<file path="config.mk">
export PLATFORM = sky130hd
export DESIGN_NAME = mips_regfile
export DESIGN_NICKNAME = d
export VERILOG_FILES = /design/src/hdl/mips_pkg.sv /design/src/hdl/mips_regfile.sv
export SDC_FILE = /design/constraint.sdc
export NUM_CORES = 2
export LEC_CHECK = 0
export ABC_CLOCK_PERIOD_IN_PS = 2800
export BUFFER_PORTS_ARGS = -buffer_cell sky130_fd_sc_hd__buf_4
export CAP_MARGIN = 10
export CELL_PAD_IN_SITES_DETAIL_PLACEMENT = 1
export CELL_PAD_IN_SITES_GLOBAL_PLACEMENT = 2
export CORE_UTILIZATION = 42
export DETAILED_ROUTE_END_ITERATION = 6
export PLACE_DENSITY = 0.8
export SLEW_MARGIN = 20
export SYNTH_ARGS = -nofsm -noshare
export SYNTH_HDL_FRONTEND = slang
export SYNTH_SLANG_ARGS = --single-unit
</file>
<file path="constraint.sdc">
create_clock -name clk -period 2.8 [get_ports clk]
set_clock_uncertainty 0.15 [all_clocks]
set_input_delay 0.56 -clock clk [delete_from_list [all_inputs] [get_ports clk]]
set_output_delay 0.56 -clock clk [all_outputs]
set_load 0.01 [all_outputs]
</file>
<file path="src/hdl/mips_pkg.sv">
// Shared widths, opcode, funct, ALU-operation and branch types for the MIPS pipeline and its testbench
package mips_pkg;

   // Machine word and register index widths
   localparam int DATA_W     = 32;
   localparam int REG_ADDR_W = 5;

   typedef logic [DATA_W-1:0]     word_t;
   typedef logic [REG_ADDR_W-1:0] reg_addr_t;
   typedef logic [15:0]           imm_t;

   // Primary opcodes, standard MIPS encoding
   typedef enum logic [5:0] {
      OP_RTYPE = 6'h00,
      OP_BEQ   = 6'h04,
      OP_BNE   = 6'h05,
      OP_ADDI  = 6'h08,
      OP_LW    = 6'h23,
      OP_SW    = 6'h2b
   } opcode_t;

   // R-type function field
   typedef enum logic [5:0] {
      F_ADD = 6'h20,
      F_SUB = 6'h22,
      F_AND = 6'h24,
      F_OR  = 6'h25,
      F_SLT = 6'h2a
   } funct_t;

   // ALU operations, SLT compares signed
   typedef enum logic [2:0] {
      ALU_ADD = 3'd0,
      ALU_SUB = 3'd1,
      ALU_AND = 3'd2,
      ALU_OR  = 3'd3,
      ALU_SLT = 3'd4
   } alu_op_t;

   // Branch kind carried down to the memory stage
   typedef enum logic [1:0] {
      BR_NONE = 2'd0,
      BR_EQ   = 2'd1,
      BR_NE   = 2'd2
   } branch_t;

endpackage

</file>
<file path="src/hdl/mips_regfile.sv">
// 32-entry register file, two combinational read ports and one write port with bypass
`timescale 1ns/1ns

module mips_regfile (
   input  logic                clk,
   input  logic                arst_n,
   input  mips_pkg::reg_addr_t rs,
   input  mips_pkg::reg_addr_t rt,
   input  logic                rf_we,
   input  mips_pkg::reg_addr_t rf_waddr,
   input  mips_pkg::word_t     rf_wdata,
   output mips_pkg::word_t     rs_data,
   output mips_pkg::word_t     rt_data
);
   mips_pkg::word_t regs [32];

   always_ff @(posedge clk or negedge arst_n) begin
      if (!arst_n) begin
         for (int i = 0; i < 32; i++) begin
            regs[i] <= '0;
         end
      end else if (rf_we) begin
         regs[rf_waddr] <= rf_wdata;
      end
   end

   // Register 0 reads zero, a same-cycle write is passed straight through
   assign rs_data = (rs == '0) ? '0 :
                    (rf_we && rf_waddr == rs) ? rf_wdata : regs[rs];
   assign rt_data = (rt == '0) ? '0 :
                    (rf_we && rf_waddr == rt) ? rf_wdata : regs[rt];

   // Decode drops writes to r0 three stages earlier
   a_no_r0_write: assert property (@(posedge clk) disable iff (!arst_n)
      !(rf_we && rf_waddr == '0))
      else $error("Write to register 0 reached the register file");

endmodule

</file>
== Word-level counts from Yosys, hierarchy flattened ==
Cells that the tools add are included.

* Flip-flop bits (word level): 1,024
* Input port bits: 50
* Output and inout port bits: 64

* $lt $le $gt $ge: 4
* Equal/unequal tests: 2
* Multiplexer cells: 13
* Bitwise logic cells: 3
* Reduce and logical (&&, ||, !) cells: 5

{| class="wikitable"
|+ Operator list
! cell !! count
|-
| $bwmux W1024 || 1
|-
| $bmux W32 S5 || 2
|-
| $mux W32 || 9
|-
| $demux W32 S5 || 1
|-
| $ge A6 B6 Y1 const B || 3
|-
| $not A5 Y6 || 3
|-
| $eq A5 B5 Y1 || 2
|-
| $logic_not A5 Y1 || 2
|-
| $lt A6 B1 Y1 const B || 1
|-
| $logic_and A1 B1 Y1 || 3
|}

== Longest topological paths before layout ==
* Word-level depth: 6
* Gate-level depth with buffers: 9
* Gate-level depth less buffers: 5

== Least setup slack after synthesis ==
No wires, ideal clock.

* Path kind: input to output
* Start: input port rs[2]
* End: output port rs_data[17]
* Data arrival time: 2.172 ns
* Data required time: 2.090 ns
* Slack: -0.082 ns
* Cell stages on the path: 7
* Buffers on the path: 3
* Cell sequence: buf_2 -> buf_2 -> buf_1 -> mux4_2 -> a211oi_1 -> nand2_1 -> a32o_1

* Word-level cells in the longest chain between the ends: 6
* Elaborated cells on any way between the ends: 9

{| class="wikitable"
|+ Ends and longest elaborated chain
! element !! line !! source
|-
| start, declared || mips_regfile.sv:7 || <nowiki>input mips_pkg::reg_addr_t rs,</nowiki>
|-
| $not A5 Y6 (implied by the code) || mips_regfile.sv:29 || <nowiki>(rf_we && rf_waddr == rs) ? rf_wdata : regs[rs];</nowiki>
|-
| $bmux W32 S5 || mips_regfile.sv:29 ||
|-
| $mux W32 (implied by the code) (2 in a row) || mips_regfile.sv:29 ||
|-
| $mux W32 || mips_regfile.sv:29 ||
|-
| $mux W32 (*) || mips_regfile.sv:28 || <nowiki>assign rs_data = (rs == '0) ? '0 :</nowiki>
|-
| end, declared || mips_regfile.sv:12 || <nowiki>output mips_pkg::word_t rs_data,</nowiki>
|}

Mark *: on every way between the ends. The rest lies on a longest branch, timed or not. The select of a mux whose other input is x is not followed.

== Worst setup path after layout ==
* Start: register regs[523] (netlist name)
* End: output port rs_data[11]

* Word-level cells in the longest chain between the ends: 5

{| class="wikitable"
|+ Ends and longest elaborated chain
! element !! line !! source
|-
| start, declared || mips_regfile.sv:15 || <nowiki>mips_pkg::word_t regs [32];</nowiki>
|-
| start signal, assigned by index || mips_regfile.sv:23 || <nowiki>regs[rf_waddr] <= rf_wdata;</nowiki>
|-
| $bmux W32 S5 || mips_regfile.sv:29 ||
|-
| $mux W32 (implied by the code) (2 in a row) || mips_regfile.sv:29 ||
|-
| $mux W32 || mips_regfile.sv:29 ||
|-
| $mux W32 || mips_regfile.sv:28 ||
|}

Every way passes these cells. The select of a mux whose other input is x is not followed.

==> run metrics <==
status=finished with violations; failing checks=negative setup slack; I/O pin cnt=114; Max Fclk=305 MHz; htree depth=3; WL final=219 mm; chip width=364 um; synthesized area per cell=14.7 um2; Ys Warns=0; Cell Area, Placed=0.0621 mm2; per-cell routed wire length=36.0 um; Die Span Y=364 um; layout cells sized above 1=0.647; GRT Total Usage=0.323; Routability Congestion=0.856; Peak supply drop=598 uV; metal2 WL=103 mm; dpl hpwl=133 mm; CTS clk-pin slew, worst paths=0.07 ns; CP Max Fanout=3; initial antenna violation count=9; via/cell ratio=6.63; Async SR Flop Fraction=1.00; Highest Signal Layer=met5; initial DRC count=4,063; WL met3=19.3 mm; register bit total from synthesis=1,024; Max-slew headroom=0.274; endpoints failing hold=0; Biggest register=regs; layout overhead on the synthesized area=27.5%; WS Path Type=flop to primary output; CP Capture Type=primary output; die area=0.133 mm2; largest buffer count on any clock path=3; top cell type's share of synthesized area=0.465; Post-Syn Instances=3,751; clk sinks=1,024; CP arrival=2.57 ns; leakage power=30.6 nW; CP Launch Type=flop; sequential area share after synthesis=0.465; Port Buf Inserts=113; Tmin final=3.28 ns; NetSw=13.6 mW; CTS Buf Count=111; max reg flops=1,024; Comb power frac=0.241; vias post-DR=40,400; vias in the first global route=42,500; Detailed Routing Iterations Pass 1=6; Post-Syn Nets=3,801; Clk network pwr share=0.333; Cell Area, Synth=0.0551 mm2; fin worst setup slack=-0.482 ns; Main synth FF type=dfrtp_1; Pwr Density=672 mW/mm2; Starting Density=0.424; CTS root buffer=clkbuf_16; biggest regs=regs (1024); final instance area=0.0702 mm2; top post-synthesis cells by area=dfrtp_1, mux2_2, mux4_2, mux2i_1, a22oi_1; Slew @ Worst Pin=1.09 ns; core area=0.130 mm2; Final ANT Viol Nets=0; first-pass GRT wire length=309 mm; Hold Path Class=input pin to flop; cell-internal power=33.7 mW; pre-CTS setup slack=-0.729 ns; number of distinct library cells after synthesis=50; CP required=2.09 ns; WHS=0.0582 ns; final period utilization=1.17; Rows=132; Reg power frac=0.426; M1 WL=84.5 mm; largest net degree at the start of global routing=117; final setup fails=64; drt drc=0; Total Nets Final=4,294; Post-synth EDFFs=0; Slew Viols, Final=0; CTS tree=done; Worst-Skew Late Latency=0.73 ns; switch share=0.287; fin util=0.541; RSZ-0062 raised after global routing=true; remaining global-route overflow=0; Max Cap Viol=0; Synth area leader=dfrtp_1
==> worst max-delay path, cell delays in order (launching register included) <==
cell	delay, ns
dfrtp_1	0.39
mux4_2	0.48
mux2i_1	0.21
a211oi_1	0.11
or2_1	0.22
a32o_2	0.29
buf_6	0.13
==> path summary, 6_finish.rpt <==
path	from	to	slack (ns)	cells after the start
max in group asynchronous	arst_n	regs[905]	1.30	4
min	rf_wdata[2]	regs[706]	0.06	2
max	regs[523]	rs_data[11]	-0.48	6
min reg2reg	regs[48]	regs[48]	0.37	1
min in group asynchronous	arst_n	regs[511]	0.27	3
max reg2reg	regs[101]	regs[101]	1.52	4
==> through the flow <==
step / TNS, ns / power (mW) / cells
4_1_cts: -22.30 / 46.5 / 5990
5_1_grt: -24.35 / 48.8 / 6086
6_report: -21.70 / 47.2 / 6088
3_5_place_dp: -29.44 / 29.9 / 5681
3_3_place_gp: -32.03 / 29.3 / 5680
2_1_floorplan: -1.16 / 26.1 / 3751
==> cell type report <==
| type | count | area (um2) |
|---|---|---|
| timing repair buffer | 783 | 9270 |
| antenna | 6 | 15.0 |
| sequential | 1024 | 25600 |
| clock inverter | 31 | 434 |
| tap | 1742 | 2180 |
| inverter | 3 | 11.3 |
| multi-input combinational | 2321 | 29300 |
| fill | 12200 | 59600 |
| clock buffer | 178 | 3420 |
==> power by group through the flow <==
stage	combinational [mW]	clock [mW]	sequential, mW
floorplan	6.87	0	19.3
global placement	9.45	0	19.9
detailed placement	9.77	0	20.1
CTS	10.8	15.8	19.9
global route	12.0	16.4	20.4
finish	11.4	15.7	20.1
==> Yosys cell counts (7+ instances only) <==
cell type / number
mux2i_1: 150
a221oi_1: 11
mux2_2: 1093
a211oi_1: 34
nor2_1: 45
nor3_1: 17
buf_6: 29
a21oi_1: 42
clkbuf_1: 169
o21ai_0: 32
mux4_2: 420
dfrtp_1: 1024
o221ai_1: 39
nor2b_1: 7
a22oi_1: 104
buf_4: 33
nor4_1: 13
nand3_1: 14
o22ai_1: 85
nand2_1: 105
buf_2: 104
o21ai_1: 11
buf_1: 63
a32o_1: 32
==> metal layers <==
layer / vias up / GRT usage
li1: 15600 / -
met1: 21900 / 0.422
met2: 2125 / 0.508
met3: 651 / 0.0748
met4: 10 / 0.157
met5: - / 0
==> layout by cell type (no fill, tap or decap), drive strengths merged, types with 43 or more instances in the layout <==
cell    instances
a22oi         104
buf           767
clkbuf        188
dfrtp        1024
mux2         1093
mux2i         150
mux4          420
nand2         105
nor2           45
o21ai          43
o22ai          85
==> kinds of logic (layout without fill, tap and decap cells) <==
family          after synthesis  in the layout  synth area share
other cells                   0              6                 0
compound gates              408            408            0.0525
xor+xnor                     10             10           0.00159
simple gates                240            240            0.0208
flops                      1024           1024             0.465
buf+inv                     406            995            0.0373
mux                        1663           1663             0.423
==> timing repair <==
item,4_1_cts,5_1_grt
gates resized for setup,318,178
pin swaps,169,115
cloned,13,10
buffers inserted,101,85
endpoints found under the hold margin,335,0
hold buffers,4,0
setup endpoints to repair,64,64
Note: power is estimated with default switching activity, not from simulation.
