<file path="config.mk">
export PLATFORM = sky130hd
export DESIGN_NAME = mips_fetch
export DESIGN_NICKNAME = d
export VERILOG_FILES = /design/src/hdl/mips_pkg.sv /design/src/hdl/mips_fetch.sv
export SDC_FILE = /design/constraint.sdc
export NUM_CORES = 2
export LEC_CHECK = 0
export BUFFER_PORTS_ARGS = -buffer_cell sky130_fd_sc_hd__buf_4
export CORE_MARGIN = 2
export CORE_UTILIZATION = 55
export DETAILED_ROUTE_END_ITERATION = 7
export GPL_ROUTABILITY_DRIVEN = 1
export HOLD_SLACK_MARGIN = 0.06
export PLACE_DENSITY = 0.75
export SETUP_SLACK_MARGIN = 0.05
export SYNTH_ARGS = -nofsm -noshare
export SYNTH_HDL_FRONTEND = slang
export SYNTH_SLANG_ARGS = --single-unit
</file>
<file path="constraint.sdc">
create_clock -name clk -period 3.2 [get_ports clk]
set_input_delay 0.16 -clock clk [delete_from_list [all_inputs] [get_ports clk]]
set_output_delay 0.16 -clock clk [all_outputs]
set_load 0.005 [all_outputs]
</file>
<file path="src/hdl/mips_pkg.sv">
// Shared widths, opcode, funct, ALU-operation and branch types for the MIPS pipeline and its testbench
package mips_pkg;

   // Machine word and register index widths
   localparam int DATA_W     = 32;
   localparam int REG_ADDR_W = 5;

   typedef logic [DATA_W-1:0]     word_t;
   typedef logic [REG_ADDR_W-1:0] reg_addr_t;
   typedef logic [15:0]           imm_t;

   // Primary opcodes, standard MIPS encoding
   typedef enum logic [5:0] {
      OP_RTYPE = 6'h00,
      OP_BEQ   = 6'h04,
      OP_BNE   = 6'h05,
      OP_ADDI  = 6'h08,
      OP_LW    = 6'h23,
      OP_SW    = 6'h2b
   } opcode_t;

   // R-type function field
   typedef enum logic [5:0] {
      F_ADD = 6'h20,
      F_SUB = 6'h22,
      F_AND = 6'h24,
      F_OR  = 6'h25,
      F_SLT = 6'h2a
   } funct_t;

   // ALU operations, SLT compares signed
   typedef enum logic [2:0] {
      ALU_ADD = 3'd0,
      ALU_SUB = 3'd1,
      ALU_AND = 3'd2,
      ALU_OR  = 3'd3,
      ALU_SLT = 3'd4
   } alu_op_t;

   // Branch kind carried down to the memory stage
   typedef enum logic [1:0] {
      BR_NONE = 2'd0,
      BR_EQ   = 2'd1,
      BR_NE   = 2'd2
   } branch_t;

endpackage

</file>
<file path="src/hdl/mips_fetch.sv">
// Fetch stage: PC, loadable instruction memory and the fetch/decode register
`timescale 1ns/1ns

module mips_fetch #(
   parameter int IMEM_WORDS = 64
) (
   input  logic                          clk,
   input  logic                          arst_n,
   input  logic                          stall,
   input  logic                          branch_taken,
   input  mips_pkg::word_t               branch_target,
   input  logic                          imem_we,
   input  logic [$clog2(IMEM_WORDS)-1:0] imem_addr,
   input  mips_pkg::word_t               imem_wdata,
   output mips_pkg::word_t               pc,
   output mips_pkg::word_t               if_instr,
   output mips_pkg::word_t               if_pc4
);
   localparam int IDX_W = $clog2(IMEM_WORDS);

   mips_pkg::word_t  imem [IMEM_WORDS];
   mips_pkg::word_t  pc4;
   logic [IDX_W-1:0] pc_idx;

   // Word index wraps with the memory depth
   assign pc_idx = pc[IDX_W+1:2];
   assign pc4    = pc + 32'd4;

   // Loading port, live during reset too
   always_ff @(posedge clk) begin
      if (imem_we) begin
         imem[imem_addr] <= imem_wdata;
      end
   end

   // Branch redirect beats the load-use hold
   always_ff @(posedge clk or negedge arst_n) begin
      if (!arst_n) begin
         pc       <= '0;
         if_instr <= '0;
      end else if (branch_taken) begin
         pc       <= branch_target;
         // All-zero word decodes as a no-op
         if_instr <= '0;
      end else if (!stall) begin
         pc       <= pc4;
         if_instr <= imem[pc_idx];
      end
   end

   // Return address travels with the instruction
   always_ff @(posedge clk) begin
      if (!stall) begin
         if_pc4 <= pc4;
      end
   end

   // Targets come from word-scaled offsets, so the PC never misaligns
   a_pc_aligned: assert property (@(posedge clk) disable iff (!arst_n) pc[1:0] == 2'b00)
      else $error("PC lost word alignment");

endmodule

</file>
After elaboration in Yosys (flattened, before gate mapping)
Memories as Yosys holds them, arrays and structs flattened.
Index checks and enable logic that the tools add are counted.
{"block": "word_totals", "ff_bits": 96, "mem_bits_rw": 2048, "inputBits": 75, "out_inout_bits": 96, "wordCells": 12, "n_memories": 1}
{"block": "classes", "addsub": 1, "eq_ne": 1, "mux": 6}
{"name": "imem", "words": 64, "word_bits": 32, "read_ports": 1, "rd_ports_with_merged_regs": 0, "wr": 1, "line_no": "mips_fetch.sv:21", "text": "mips_pkg::word_t imem [IMEM_WORDS];"}
{"op": "2-to-1 mux 32 bit", "n": 4}
{"op": "adder 32 x 3 -> 32 bit, second input constant", "n": 1}
{"op": "2-to-1 mux 1 bit", "n": 2}
{"op": "inequality test 2 x 1 -> 1 bit, second input constant", "n": 1}

Longest topological paths before layout
{"block": "depth", "word_depth": 3, "depth_mapped": 10, "mapped_depth_nobuf": 6}

Worst setup path after synthesis
Ideal clock, no wire load.
{"block": "synth_timing", "kind": "input-to-reg", "startpoint": "input port imem_addr[3]", "endpoint": "memory imem[48][0] in the netlist's numbering (enable)", "setup_time_ns": 0.461, "arrival_ns": 2.859, "required_time_ns": 2.739, "slack_ns": -0.120, "cell_stages": 4, "n_path_buf": 1, "path_cell_list": "clkbuf_1 -> nor2b_1 -> nand4b_1 -> nor3_1"}
{"item": "from (decl)", "line_no": "mips_fetch.sv:13", "text": "input logic [$clog2(IMEM_WORDS)-1:0] imem_addr,"}
{"item": "to (decl)", "line_no": "mips_fetch.sv:21"}
Straight into the memory's write port.

Worst setup path after layout
{"block": "layout_timing", "startpoint": "register pc[7]", "endpoint": "register pc[22]"}
{"block": "layout_via", "elab_chain_cells": 3}
{"item": "from (decl)", "line_no": "mips_fetch.sv:15", "text": "output mips_pkg::word_t pc,"}
{"item": "from (signal assigned)", "line_no": "mips_fetch.sv:42", "text": "pc <= branch_target;"}
{"item": "from (signal assigned)", "line_no": "mips_fetch.sv:46", "text": "pc <= pc4;"}
{"item": "adder 32 x 3 -> 32 bit", "line_no": "mips_fetch.sv:27", "text": "assign pc4 = pc + 32'd4;"}
{"item": "2-to-1 mux 32 bit", "line_no": "mips_fetch.sv:45", "text": "end else if (!stall) begin"}
{"item": "2-to-1 mux 32 bit", "line_no": "mips_fetch.sv:41", "text": "end else if (branch_taken) begin"}
No other way between the ends. The select of a mux whose other input is x is not followed.
A chain may end at the register's enable or synchronous reset.

==> impl_metrics.yaml <==
floorplan:
  initial_core_util: 0.552
  fp.dieH_microns: 391
  core-area_sq_um: 149000
  row_count: 142
  ios: 171
  dieArea_sq_um: 153000
  die_x_microns: 391
setup_path:
  path_max_fanout: 9
  reg2reg_depth: 8
  path_delay_family: "buffers and inverters"
  end_kind: "register"
  worstPathCellList: "buf_4 -> and2_0 -> nand2_1 -> buf_4 -> nor4_1 -> xnor2_1 -> o21ai_0 -> dlygate4sd3_1"
  rrSetupSlack_ns: 0.21
  crit_required_ns: 3.91
  cp.depth: 8
  critical-path-slowest-cell: "dfrtp_1"
  start_kind: "register"
  rr_endpoint: "pc[22]"
  arrival_ns: 3.70
  worstReg2RegStart: "pc[7]"
  crit_top_cell: "buf_4"
  critPathKind: "register to register"
  slowest_delay_ns: 0.70
  path_buf_inv: 3
synthesis:
  synthesis.nets: 3736
  syn_avg_cell_area_sq_um: 22.5
  syn_inst: 3660
  ys_types: 66
  synth_edf_count: 2080
  ys_warn_count: 0
  synthFlopType: "edfxtp_1"
  synth_seq_area_share: 0.777
  synth-seq-cells: 2144
  syn_area_sq_um: 82500
  ys_async_sr_fraction: 0.0299
finish:
  layout-drive-gt1-share: 0.307
  final_cell_mix: "edfxtp_1, mux4_2, buf_4"
  n_antenna_cell: 0
  final_common_cell: "edfxtp_1"
  fill_cells: 9308
  nets: 4256
  syn_to_final_growth_pct: 16.5
clock_network:
  numCtsBuffers: 204
  clk_latency_ns: 0.83
  cts.sinks: 2144
  cts_tree: "built"
  htreeDepth: 4
  clk_pin_slew_worst_paths_ns: 0.06
  clk_path_buf_depth: 3
  cts_root_buf: "clkbuf_16"
pwr:
  p_switching_w: 0.0138
  power_density_nw_per_um2: 632
  finalPower_w: 0.0607
  power_frac_seq: 0.518
  power.internal_w: 0.0468
  pwr-share-clk: 0.384
  peakVddDrop_mv: 0.475
  comb_power_share: 0.098
  p_sw_frac: 0.228
  leakage_nw: 30.4
placed_design:
  hpwl_mm: 112
  numPortBuffers: 170
  gp_congestion: 0.819
route:
  finalWirelength_mm: 214
  wl_per_cell_microns: 33.6
  first_iter_violations: 6020
  routed-via-count: 42000
  antenna_left: 0
  drt_first_pass_iters: 6
  vias_per_cell: 6.59
  drc: 0
run_status:
  status: "complete, no violations"
min_path:
  holdCritStartpoint: "imem_addr[0]"
  min_to: "imem[9][18]"
  whs_path_depth: 4
  min_path_type: "input pin to register"
sta:
  setup_violations: 0
  maxSlewViolCount: 0
  period_minus_slack_ns: 2.99
  fin_tns_setup_ns: 0
  rsz0062_at_grt: "false"
  hold_viol: 0
  slew_headroom: 0.405
  clock-skew-final_ns: 0.0418
  final.period_utilization: 0.936
  worstMarginPinSlew_ns: 0.890
  max_freq_mhz: 334
global_routing:
  grt_pass1_wl_mm: 305
  track_usage: 0.283
  grt_pass1_vias: 43000
  antenna_found_initial: 3
  grt_start_max_net_pins: 65
  overflow: 0
job:
  maxCapViolations: 0
[tightest hold or removal path, stage by stage]
cell,delay [ns]
buf_4,0.14
nand3_1,0.06
buf_4,0.24
nor2_4,0.13
[power groups by stage]
stage,clock (W),combinational [W],sequential [W]
2_1_floorplan,0,0.00353,0.0318
3_3_place_gp,0,0.00558,0.0320
3_5_place_dp,0,0.00568,0.0320
4_1_cts,0.0236,0.00591,0.0314
5_1_grt,0.0246,0.00624,0.0314
6_report,0.0233,0.00595,0.0314
[how the worst max path moves through the flow]
stage	from	end	slack [ns]
2_1_floorplan	imem_addr[5]	imem[39][0]	0.39
3_3_place_gp	pc[2]	if_instr[18]	0.09
3_5_place_dp	pc[2]	if_instr[18]	0.08
4_1_cts	pc[2]	pc[18]	0.07
5_1_grt	pc[7]	pc[22]	0.14
6_report	pc[7]	pc[22]	0.21
[through the flow]
stage          area, sq um  setup slack [ns]  hold WS [ns]  utilization  std cells
3_5_place_dp         88300            0.0843         0.360        0.591       5862
6_report             96100             0.206         0.111        0.643       6367
3_3_place_gp         88300            0.0914         0.350        0.591       5862
4_1_cts              96000            0.0657        0.0706        0.643       6364
2_1_floorplan        82500             0.388        -0.136            -       3660
5_1_grt              96100             0.140        0.0959        0.643       6367
[area by class of cell]
class	count	area, sq um	area share
clock inverters	114	1040	0.0108
clock buffers	263	5440	0.0566
flip-flops and latches	2144	64100	0.667
inverters	14	60.1	0.000625
well taps	2016	2520	0.0263
multi-input cells	1298	17700	0.184
repair buffers	518	5220	0.0543
[layer usage]
metal | GRT usage | share of wire | vias up
li1 | - | - | 16500
met5 | 0 | 0.00018 | -
met3 | 0.0598 | 0.12 | 412
met2 | 0.460 | 0.49 | 2979
met1 | 0.384 | 0.35 | 22100
met4 | 0.106 | 0.039 | 6
[kinds of logic after synthesis]
group                      share of synthesized area
AOI/OAI and AO/OA                             0.0173
xor gates and xnor gates                     0.00520
adders and majority gates                   0.000152
buffers and inverters                         0.0148
DFF                                            0.777
muxes                                          0.162
and+or+nand+nor                               0.0243
[cell usage after synthesis, types with 9 or more instances]
cell,count,area (sq um)
clkbuf_1,65,244
nor2b_1,10,62.6
edfxtp_1,2080,62500
mux2i_1,38,380
a31oi_1,9,56.3
xnor2_1,34,298
nor2_1,121,454
a22oi_1,32,240
nand3_1,56,280
buf_2,69,345
buf_4,33,248
nor3_1,26,130
xor2_1,15,131
buf_6,19,214
buf_1,15,56.3
a221oi_1,9,78.8
and2_1,9,56.3
nand2b_1,9,56.3
a21oi_1,36,180
nand2_1,145,544
o2111ai_1,25,219
mux4_2,568,12800
dfrtp_1,64,1600
o22ai_1,17,106
o21ai_0,43,215
inv_1,13,48.8
[registers in the layout, summed over array words and instances, names as in the netlist]
signal	cells
if_pc4	32
pc	32
if_instr	32
imem	2048
[timing repair]
item | CTS | global route
setup endpoints to repair | 1 | 6
endpoints found under the hold margin | 2206 | 0
resized for setup | 1 | 0
setup buffers | 0 | 3
hold buffers | 125 | 0
Power figures use the tool's default switching activity.
