`config.mk`:
```
export PLATFORM = sky130hd
export DESIGN_NAME = mips_memory
export DESIGN_NICKNAME = d
export VERILOG_FILES = /design/src/hdl/mips_pkg.sv /design/src/hdl/mips_memory.sv
export SDC_FILE = /design/constraint.sdc
export NUM_CORES = 1
export LEC_CHECK = 0
export BUFFER_PORTS_ARGS = -buffer_cell sky130_fd_sc_hd__buf_2
export CORE_ASPECT_RATIO = 2
export CORE_UTILIZATION = 62
export CTS_BUF_LIST = sky130_fd_sc_hd__clkbuf_16
export CTS_CLUSTER_DIAMETER = 80
export CTS_CLUSTER_SIZE = 40
export DETAILED_ROUTE_END_ITERATION = 8
export GPL_ROUTABILITY_DRIVEN = 0
export GPL_TIMING_DRIVEN = 1
export PLACE_DENSITY = 0.78
export RECOVER_POWER = 100
export SLEW_MARGIN = 10
export SYNTH_ARGS = -nofsm -noshare
export SYNTH_HDL_FRONTEND = slang
export SYNTH_SLANG_ARGS = --single-unit
export TNS_END_PERCENT = 50
```
`constraint.sdc`:
```
create_clock -name clk -period 1.99 [get_ports clk]
set_clock_uncertainty 0.1 [all_clocks]
set_input_delay 0.0995 -clock clk [delete_from_list [all_inputs] [get_ports clk]]
set_output_delay 0.0995 -clock clk [all_outputs]
set_load 0.03 [all_outputs]
```
`src/hdl/mips_pkg.sv`:
```
// Shared widths, opcode, funct, ALU-operation and branch types for the MIPS pipeline and its testbench
package mips_pkg;

   // Machine word and register index widths
   localparam int DATA_W     = 32;
   localparam int REG_ADDR_W = 5;

   typedef logic [DATA_W-1:0]     word_t;
   typedef logic [REG_ADDR_W-1:0] reg_addr_t;
   typedef logic [15:0]           imm_t;

   // Primary opcodes, standard MIPS encoding
   typedef enum logic [5:0] {
      OP_RTYPE = 6'h00,
      OP_BEQ   = 6'h04,
      OP_BNE   = 6'h05,
      OP_ADDI  = 6'h08,
      OP_LW    = 6'h23,
      OP_SW    = 6'h2b
   } opcode_t;

   // R-type function field
   typedef enum logic [5:0] {
      F_ADD = 6'h20,
      F_SUB = 6'h22,
      F_AND = 6'h24,
      F_OR  = 6'h25,
      F_SLT = 6'h2a
   } funct_t;

   // ALU operations, SLT compares signed
   typedef enum logic [2:0] {
      ALU_ADD = 3'd0,
      ALU_SUB = 3'd1,
      ALU_AND = 3'd2,
      ALU_OR  = 3'd3,
      ALU_SLT = 3'd4
   } alu_op_t;

   // Branch kind carried down to the memory stage
   typedef enum logic [1:0] {
      BR_NONE = 2'd0,
      BR_EQ   = 2'd1,
      BR_NE   = 2'd2
   } branch_t;

endpackage

```
`src/hdl/mips_memory.sv`:
```
// Memory and writeback stages: data memory, branch resolution and register write port
`timescale 1ns/1ns

module mips_memory #(
   parameter int DMEM_WORDS = 32
) (
   input  logic                clk,
   input  logic                arst_n,
   input  mips_pkg::word_t     mem_alu_result,
   input  mips_pkg::word_t     mem_store_data,
   input  mips_pkg::reg_addr_t mem_dest,
   input  logic                mem_reg_write,
   input  logic                mem_mem_read,
   input  logic                mem_mem_write,
   input  mips_pkg::branch_t   mem_branch,
   input  logic                mem_zero,
   input  mips_pkg::word_t     mem_branch_target,
   output logic                branch_taken,
   output mips_pkg::word_t     branch_target,
   output logic                rf_we,
   output mips_pkg::reg_addr_t rf_waddr,
   output mips_pkg::word_t     rf_wdata,
   output logic                wb_en,
   output mips_pkg::reg_addr_t wb_reg,
   output mips_pkg::word_t     wb_data
);
   localparam int IDX_W = $clog2(DMEM_WORDS);

   mips_pkg::word_t  dmem [DMEM_WORDS];
   logic [IDX_W-1:0] dmem_idx;
   mips_pkg::word_t  load_data;
   mips_pkg::word_t  wb_alu;
   mips_pkg::word_t  wb_load;
   logic             wb_is_load;

   // Word address, wraps with the depth
   assign dmem_idx  = mem_alu_result[IDX_W+1:2];
   assign load_data = dmem[dmem_idx];

   always_ff @(posedge clk or negedge arst_n) begin
      if (!arst_n) begin
         for (int i = 0; i < DMEM_WORDS; i++) begin
            dmem[i] <= '0;
         end
      end else if (mem_mem_write) begin
         dmem[dmem_idx] <= mem_store_data;
      end
   end

   // Resolution straight from the execute/memory register
   assign branch_taken  = (mem_branch == mips_pkg::BR_EQ && mem_zero) ||
                          (mem_branch == mips_pkg::BR_NE && !mem_zero);
   assign branch_target = mem_branch_target;

   always_ff @(posedge clk or negedge arst_n) begin
      if (!arst_n) begin
         rf_we <= 1'b0;
      end else begin
         rf_we <= mem_reg_write;
      end
   end

   always_ff @(posedge clk) begin
      rf_waddr   <= mem_dest;
      wb_alu     <= mem_alu_result;
      wb_load    <= load_data;
      wb_is_load <= mem_mem_read;
   end

   // Writeback select
   assign rf_wdata = wb_is_load ? wb_load : wb_alu;

   // Trace mirrors the write port
   assign wb_en   = rf_we;
   assign wb_reg  = rf_waddr;
   assign wb_data = rf_wdata;

   // Flush of the younger stages rules out back-to-back redirects
   a_no_double_branch: assert property (@(posedge clk) disable iff (!arst_n)
      branch_taken |=> !branch_taken)
      else $error("Branch taken from a flushed instruction");

endmodule

```
## Word level (Yosys, flattened, before mapping)

Index checks and enable logic that the tools add are counted.

- Bits in registers: 1095
- Bits of input ports: 109
- Output and inout port bits: 109
- Logic and storage cells: 54

- Magnitude comparators: 2
- Equality and inequality tests: 2
- Muxes and demuxes: 7
- Bitwise operators: 1
- Reduce and logical (&&, ||, !) cells: 5

Operators with widths:

| operator | number |
|---|---|
| 1024-bit bitwise mux | 1 |
| 32-bit binary-select mux with 5-bit select | 1 |
| 32-bit demux with 5-bit select | 1 |
| 32-bit 2-to-1 mux | 4 |
| 6-bit greater-or-equal comparator, second input constant | 1 |
| 6-bit by 1-bit < comparator with 1-bit output, second input constant | 1 |
| 5-bit NOT with 6-bit output | 1 |
| 1-bit logical AND | 3 |
| 2-bit by 1-bit equality test with 1-bit output, second input constant | 1 |
| 2-bit equality test, second input constant | 1 |
| 1-bit logical NOT | 1 |
| 1-bit logical OR | 1 |

## Depth between registers and ports, before layout

- Depth in word-level cells: 6
- Gate-level depth with buffers: 8
- Depth with buffers taken out: 4

## Worst setup path after synthesis

No wires, ideal clock.

- Path kind: reg2out
- From: register wb_is_load
- To: output port wb_data[0]
- Arrival: 1.465 ns
- Setup slack: 0.325 ns
- Cell stages (with the launch flop): 5
- Buffers on the path: 3
- Path through: dfxtp_1 -> clkbuf_1 -> buf_1 -> mux2_2 -> buf_4

- Word-level cells in the longest chain between the ends: 1

Ends and longest elaborated chain:

| element | RTL line | text |
|---|---|---|
| from (decl) | mips_memory.sv:34 | `logic wb_is_load;` |
| from (signal assigned) | mips_memory.sv:67 | `wb_is_load <= mem_mem_read;` |
| 32-bit 2-to-1 mux | mips_memory.sv:71 | `assign rf_wdata = wb_is_load ? wb_load : wb_alu;` |
| to (decl) | mips_memory.sv:25 | `output mips_pkg::word_t wb_data` |

No other way between the ends.

## Worst setup path in the final report

- From: input port mem_alu_result[4]
- To: register wb_load[15]

- Word-level cells in the longest chain between the ends: 4

Ends and longest elaborated chain:

| element | RTL line | text |
|---|---|---|
| from (decl) | mips_memory.sv:9 | `input mips_pkg::word_t mem_alu_result,` |
| 5-bit NOT with 6-bit output (implied by the code) | mips_memory.sv:38 | `assign load_data = dmem[dmem_idx];` |
| 32-bit binary-select mux with 5-bit select | mips_memory.sv:38 |  |
| 32-bit 2-to-1 mux (implied by the code) (2 in series) | mips_memory.sv:38 |  |
| named net load_data[15] | mips_memory.sv:31 | `mips_pkg::word_t load_data;` |
| to (signal assigned) | mips_memory.sv:66 | `wb_load <= load_data;` |
| to (decl) | mips_memory.sv:33 | `mips_pkg::word_t wb_load;` |

The timed path passes the listed nets, and every way through them passes these cells. The select of a mux whose other input is x is not followed.
A chain may end at the register's enable or synchronous reset.

==> impl_metrics.tcl <==
set metrics [dict create \
    cts_num_sinks 1095 \
    clk_pin_slew_ns 0.14 \
    wire_per_inst_um 29.3 \
    rows 145 \
    via_per_inst 6.54 \
    port-buffer-count 153 \
    timing.final.max_slew_violations 0 \
    dp_hpwl_um 87000 \
    ir_worst_vdd_uv 1120 \
    synth_edf_count 0 \
    ff2ff_setup_slack_ns 0.19 \
    synth.cell_area_mm2 0.0488 \
    p_leak_nw 25.4 \
    synth_top_family_by_area "multiplexers" \
    async_flop_share 0.936 \
    violations "capacitance limit, setup timing" \
    drv_cap 1 \
    final.setup.tns_ns -5.19 \
    cts_max_level 2 \
    layout-drive-gt1-share 0.390 \
    fmax_mhz 477 \
    synth_ff_type "dfrtp_1" \
    synth_fa_ha_area_frac 0 \
    tightest_slew_ns 1.49 \
    reg2reg_depth 4 \
    ant_nets 0 \
    area_delta_synth_final_pct 10.1 \
    crit_end "wb_load[15]$_DFF_P_" \
    vias 30600 \
    ys_warn_count 0 \
    rsz0062_at_grt "true" \
    fin_ws_ns -0.109 \
    mostFrequentLayoutCells "1,025 x dfrtp_1, 950 x mux2_2, 512 x mux2i_1" \
    max-slew-margin-rel 0.00747 \
    yosys-mux-area-fraction 0.349 \
    critPathLaunch "mem_alu_result[4]" \
    die_area_mm2 0.0798 \
    synth_compound_area_frac 0.0329 \
    fin_nets 3729 \
    synthCells 3475 \
    core_mm2 0.0780 \
    die_x_um 200 \
    yosys.area_share.simple 0.0210 \
    hold_violations 0 \
    fin_crit_sh 1.05 \
    worstSetupPathType "input pin to flip-flop" \
    grt_max_degree 98 \
    grt_pass1_wl_um 206000 \
    final_common_cell "dfrtp_1" \
    numCtsBuffers 34 \
    fin_hold_ws_ns 0.0230 \
    start_util 0.625 \
    grt_usage 0.347 \
    grt_pass1_vias 33300 \
    worstSkewPairLatency_ns 0.65 \
    endpoint_kind "flip-flop" \
    num-fill-cells 5530 \
    path_max_fanout 21 \
    cts.root.buffer_cell "clkbuf_16" \
    yosys.cell_types.count 34 \
    syn_nets 3584 \
    p_per_area_mw_per_mm2 905 \
    clk_path_buf_depth 3 \
    reg2reg_to "wb_load[25]$_DFF_P_" \
    start_kind "input pin" \
    hp-class "input pin to flip-flop" \
    synth_xor_area_frac 0 \
    drt_first_pass_iters 5 \
    syn-mean-instance-area_um2 14.0 \
    cts_tree "yes" \
    grt_overflow 0 \
    drtIter0Drc 1952 \
    totalWireLength_um 137000 \
    ys_seq_elements 1095 \
    total_power_mw 48.6 \
    drc 0 \
    crit_required_ns 2.41 \
    antenna_found_initial 10 \
    fin_crit_ns 2.10 \
    die_h_um 399 \
    arrival_ns 2.52 \
    ios 218 \
    r2r-start "dmem[921]$_DFFE_PN0P_" \
    ys_seq_area_frac 0.555 \
    setup_viol 105 \
    outcome "finished, violations left" \
]
-- per-stage QoR --
step	cells	setup WS, ns	util	cell area, µm²
finish	4679	-0.109	0.688	53700
floorplan	3475	0.325	-	48800
global placement	4516	-0.260	0.669	52200
global route	4679	-0.118	0.688	53700
detailed placement	4516	-0.256	0.669	52200
CTS	4675	-0.107	0.701	54700
-- critical path, cell delays in order --
cell	delay (ns)
clkbuf_1	0.45
or4b_2	0.25
buf_2	0.70
clkbuf_2	0.30
o22ai_1	0.12
nor4_1	0.48
nand2_1	0.13
-- cell type report --
class                      instances  area (µm²)  share of cell area
multi-input combinational       1988       19700               0.368
sequential                      1095       27100               0.504
clock buffer                      37         926              0.0172
clock inverter                    25         160             0.00298
timing repair buffer             501        4530              0.0843
antenna                            4        10.0            0.000186
tap                             1029        1290              0.0240
-- synth_stat cells, types with 3 or more instances --
cell type	n	share of area
or4b_1	4	0.00082
mux2_2	984	0.23
dfxtp_1	70	0.029
buf_4	97	0.015
nand2_1	46	0.0035
clkbuf_1	123	0.0095
dfrtp_1	1025	0.53
mux2_1	72	0.017
o22ai_1	256	0.033
mux2i_1	512	0.11
nor2_2	11	0.0014
nor3b_2	3	0.00077
nor4_1	64	0.0082
buf_2	167	0.017
nor3_2	4	0.00082
nand4bb_1	6	0.0014
nand4b_1	4	0.00072
nand3_1	5	0.00051
buf_1	3	0.00023
-- flip-flops by register name, indices dropped and copies added (netlist names) --
| register | count |
|---|---|
| dmem | 1024 |
| wb_is_load | 1 |
| rf_we | 1 |
| wb_load | 32 |
| rf_waddr | 5 |
| wb_alu | 32 |
-- metal layers --
layer  global-route usage  part of all wire  vias up
met5                    0           0.00034        -
met4                0.208             0.068        8
met3               0.0447             0.053      474
met2                0.604              0.51     1150
met1                0.411              0.37    16200
li1                     -                 -    12800
-- how the worst min path moves through the flow --
| stage | startpoint | to | slack, ns | cells after the start |
|---|---|---|---|---|
| CTS | mem_store_data[1] | dmem[705]$_DFFE_PN0P_ | 0.0002 | 2 |
| global placement | arst_n | dmem[670]$_DFFE_PN0P_ | -0.1 | 1 |
| finish | mem_store_data[10] | dmem[970]$_DFFE_PN0P_ | 0.02 | 2 |
| global route | mem_store_data[1] | dmem[961]$_DFFE_PN0P_ | 0.03 | 2 |
| detailed placement | arst_n | dmem[670]$_DFFE_PN0P_ | -0.09 | 1 |
| floorplan | arst_n | dmem[0]$_DFFE_PN0P_ | -0.30 | 0 |
-- timing repair --
item	in CTS	in global routing
hold endpoints to repair	1563	0
gates resized for setup	129	45
setup endpoints to repair	64	64
hold buffers	94	0
buffers inserted	3	0
gates cloned	1	1
-- cells by family (layout without fill, tap and decap cells) --
logic type	count (synthesis)	in the layout
mux	1568	1568
flops	1095	1095
buf+inv	392	563
compound gates	257	257
simple gates	163	163
other cells	0	4
-- where the power goes --
group	total, mW	internal, mW	leakage, nW	switching [mW]
registers	28.8	26.4	13.7	2.33
logic	9.51	5.22	11.1	4.28
clock network	10.3	3.52	0.589	6.78
Note: power is estimated with default switching activity, not from simulation.
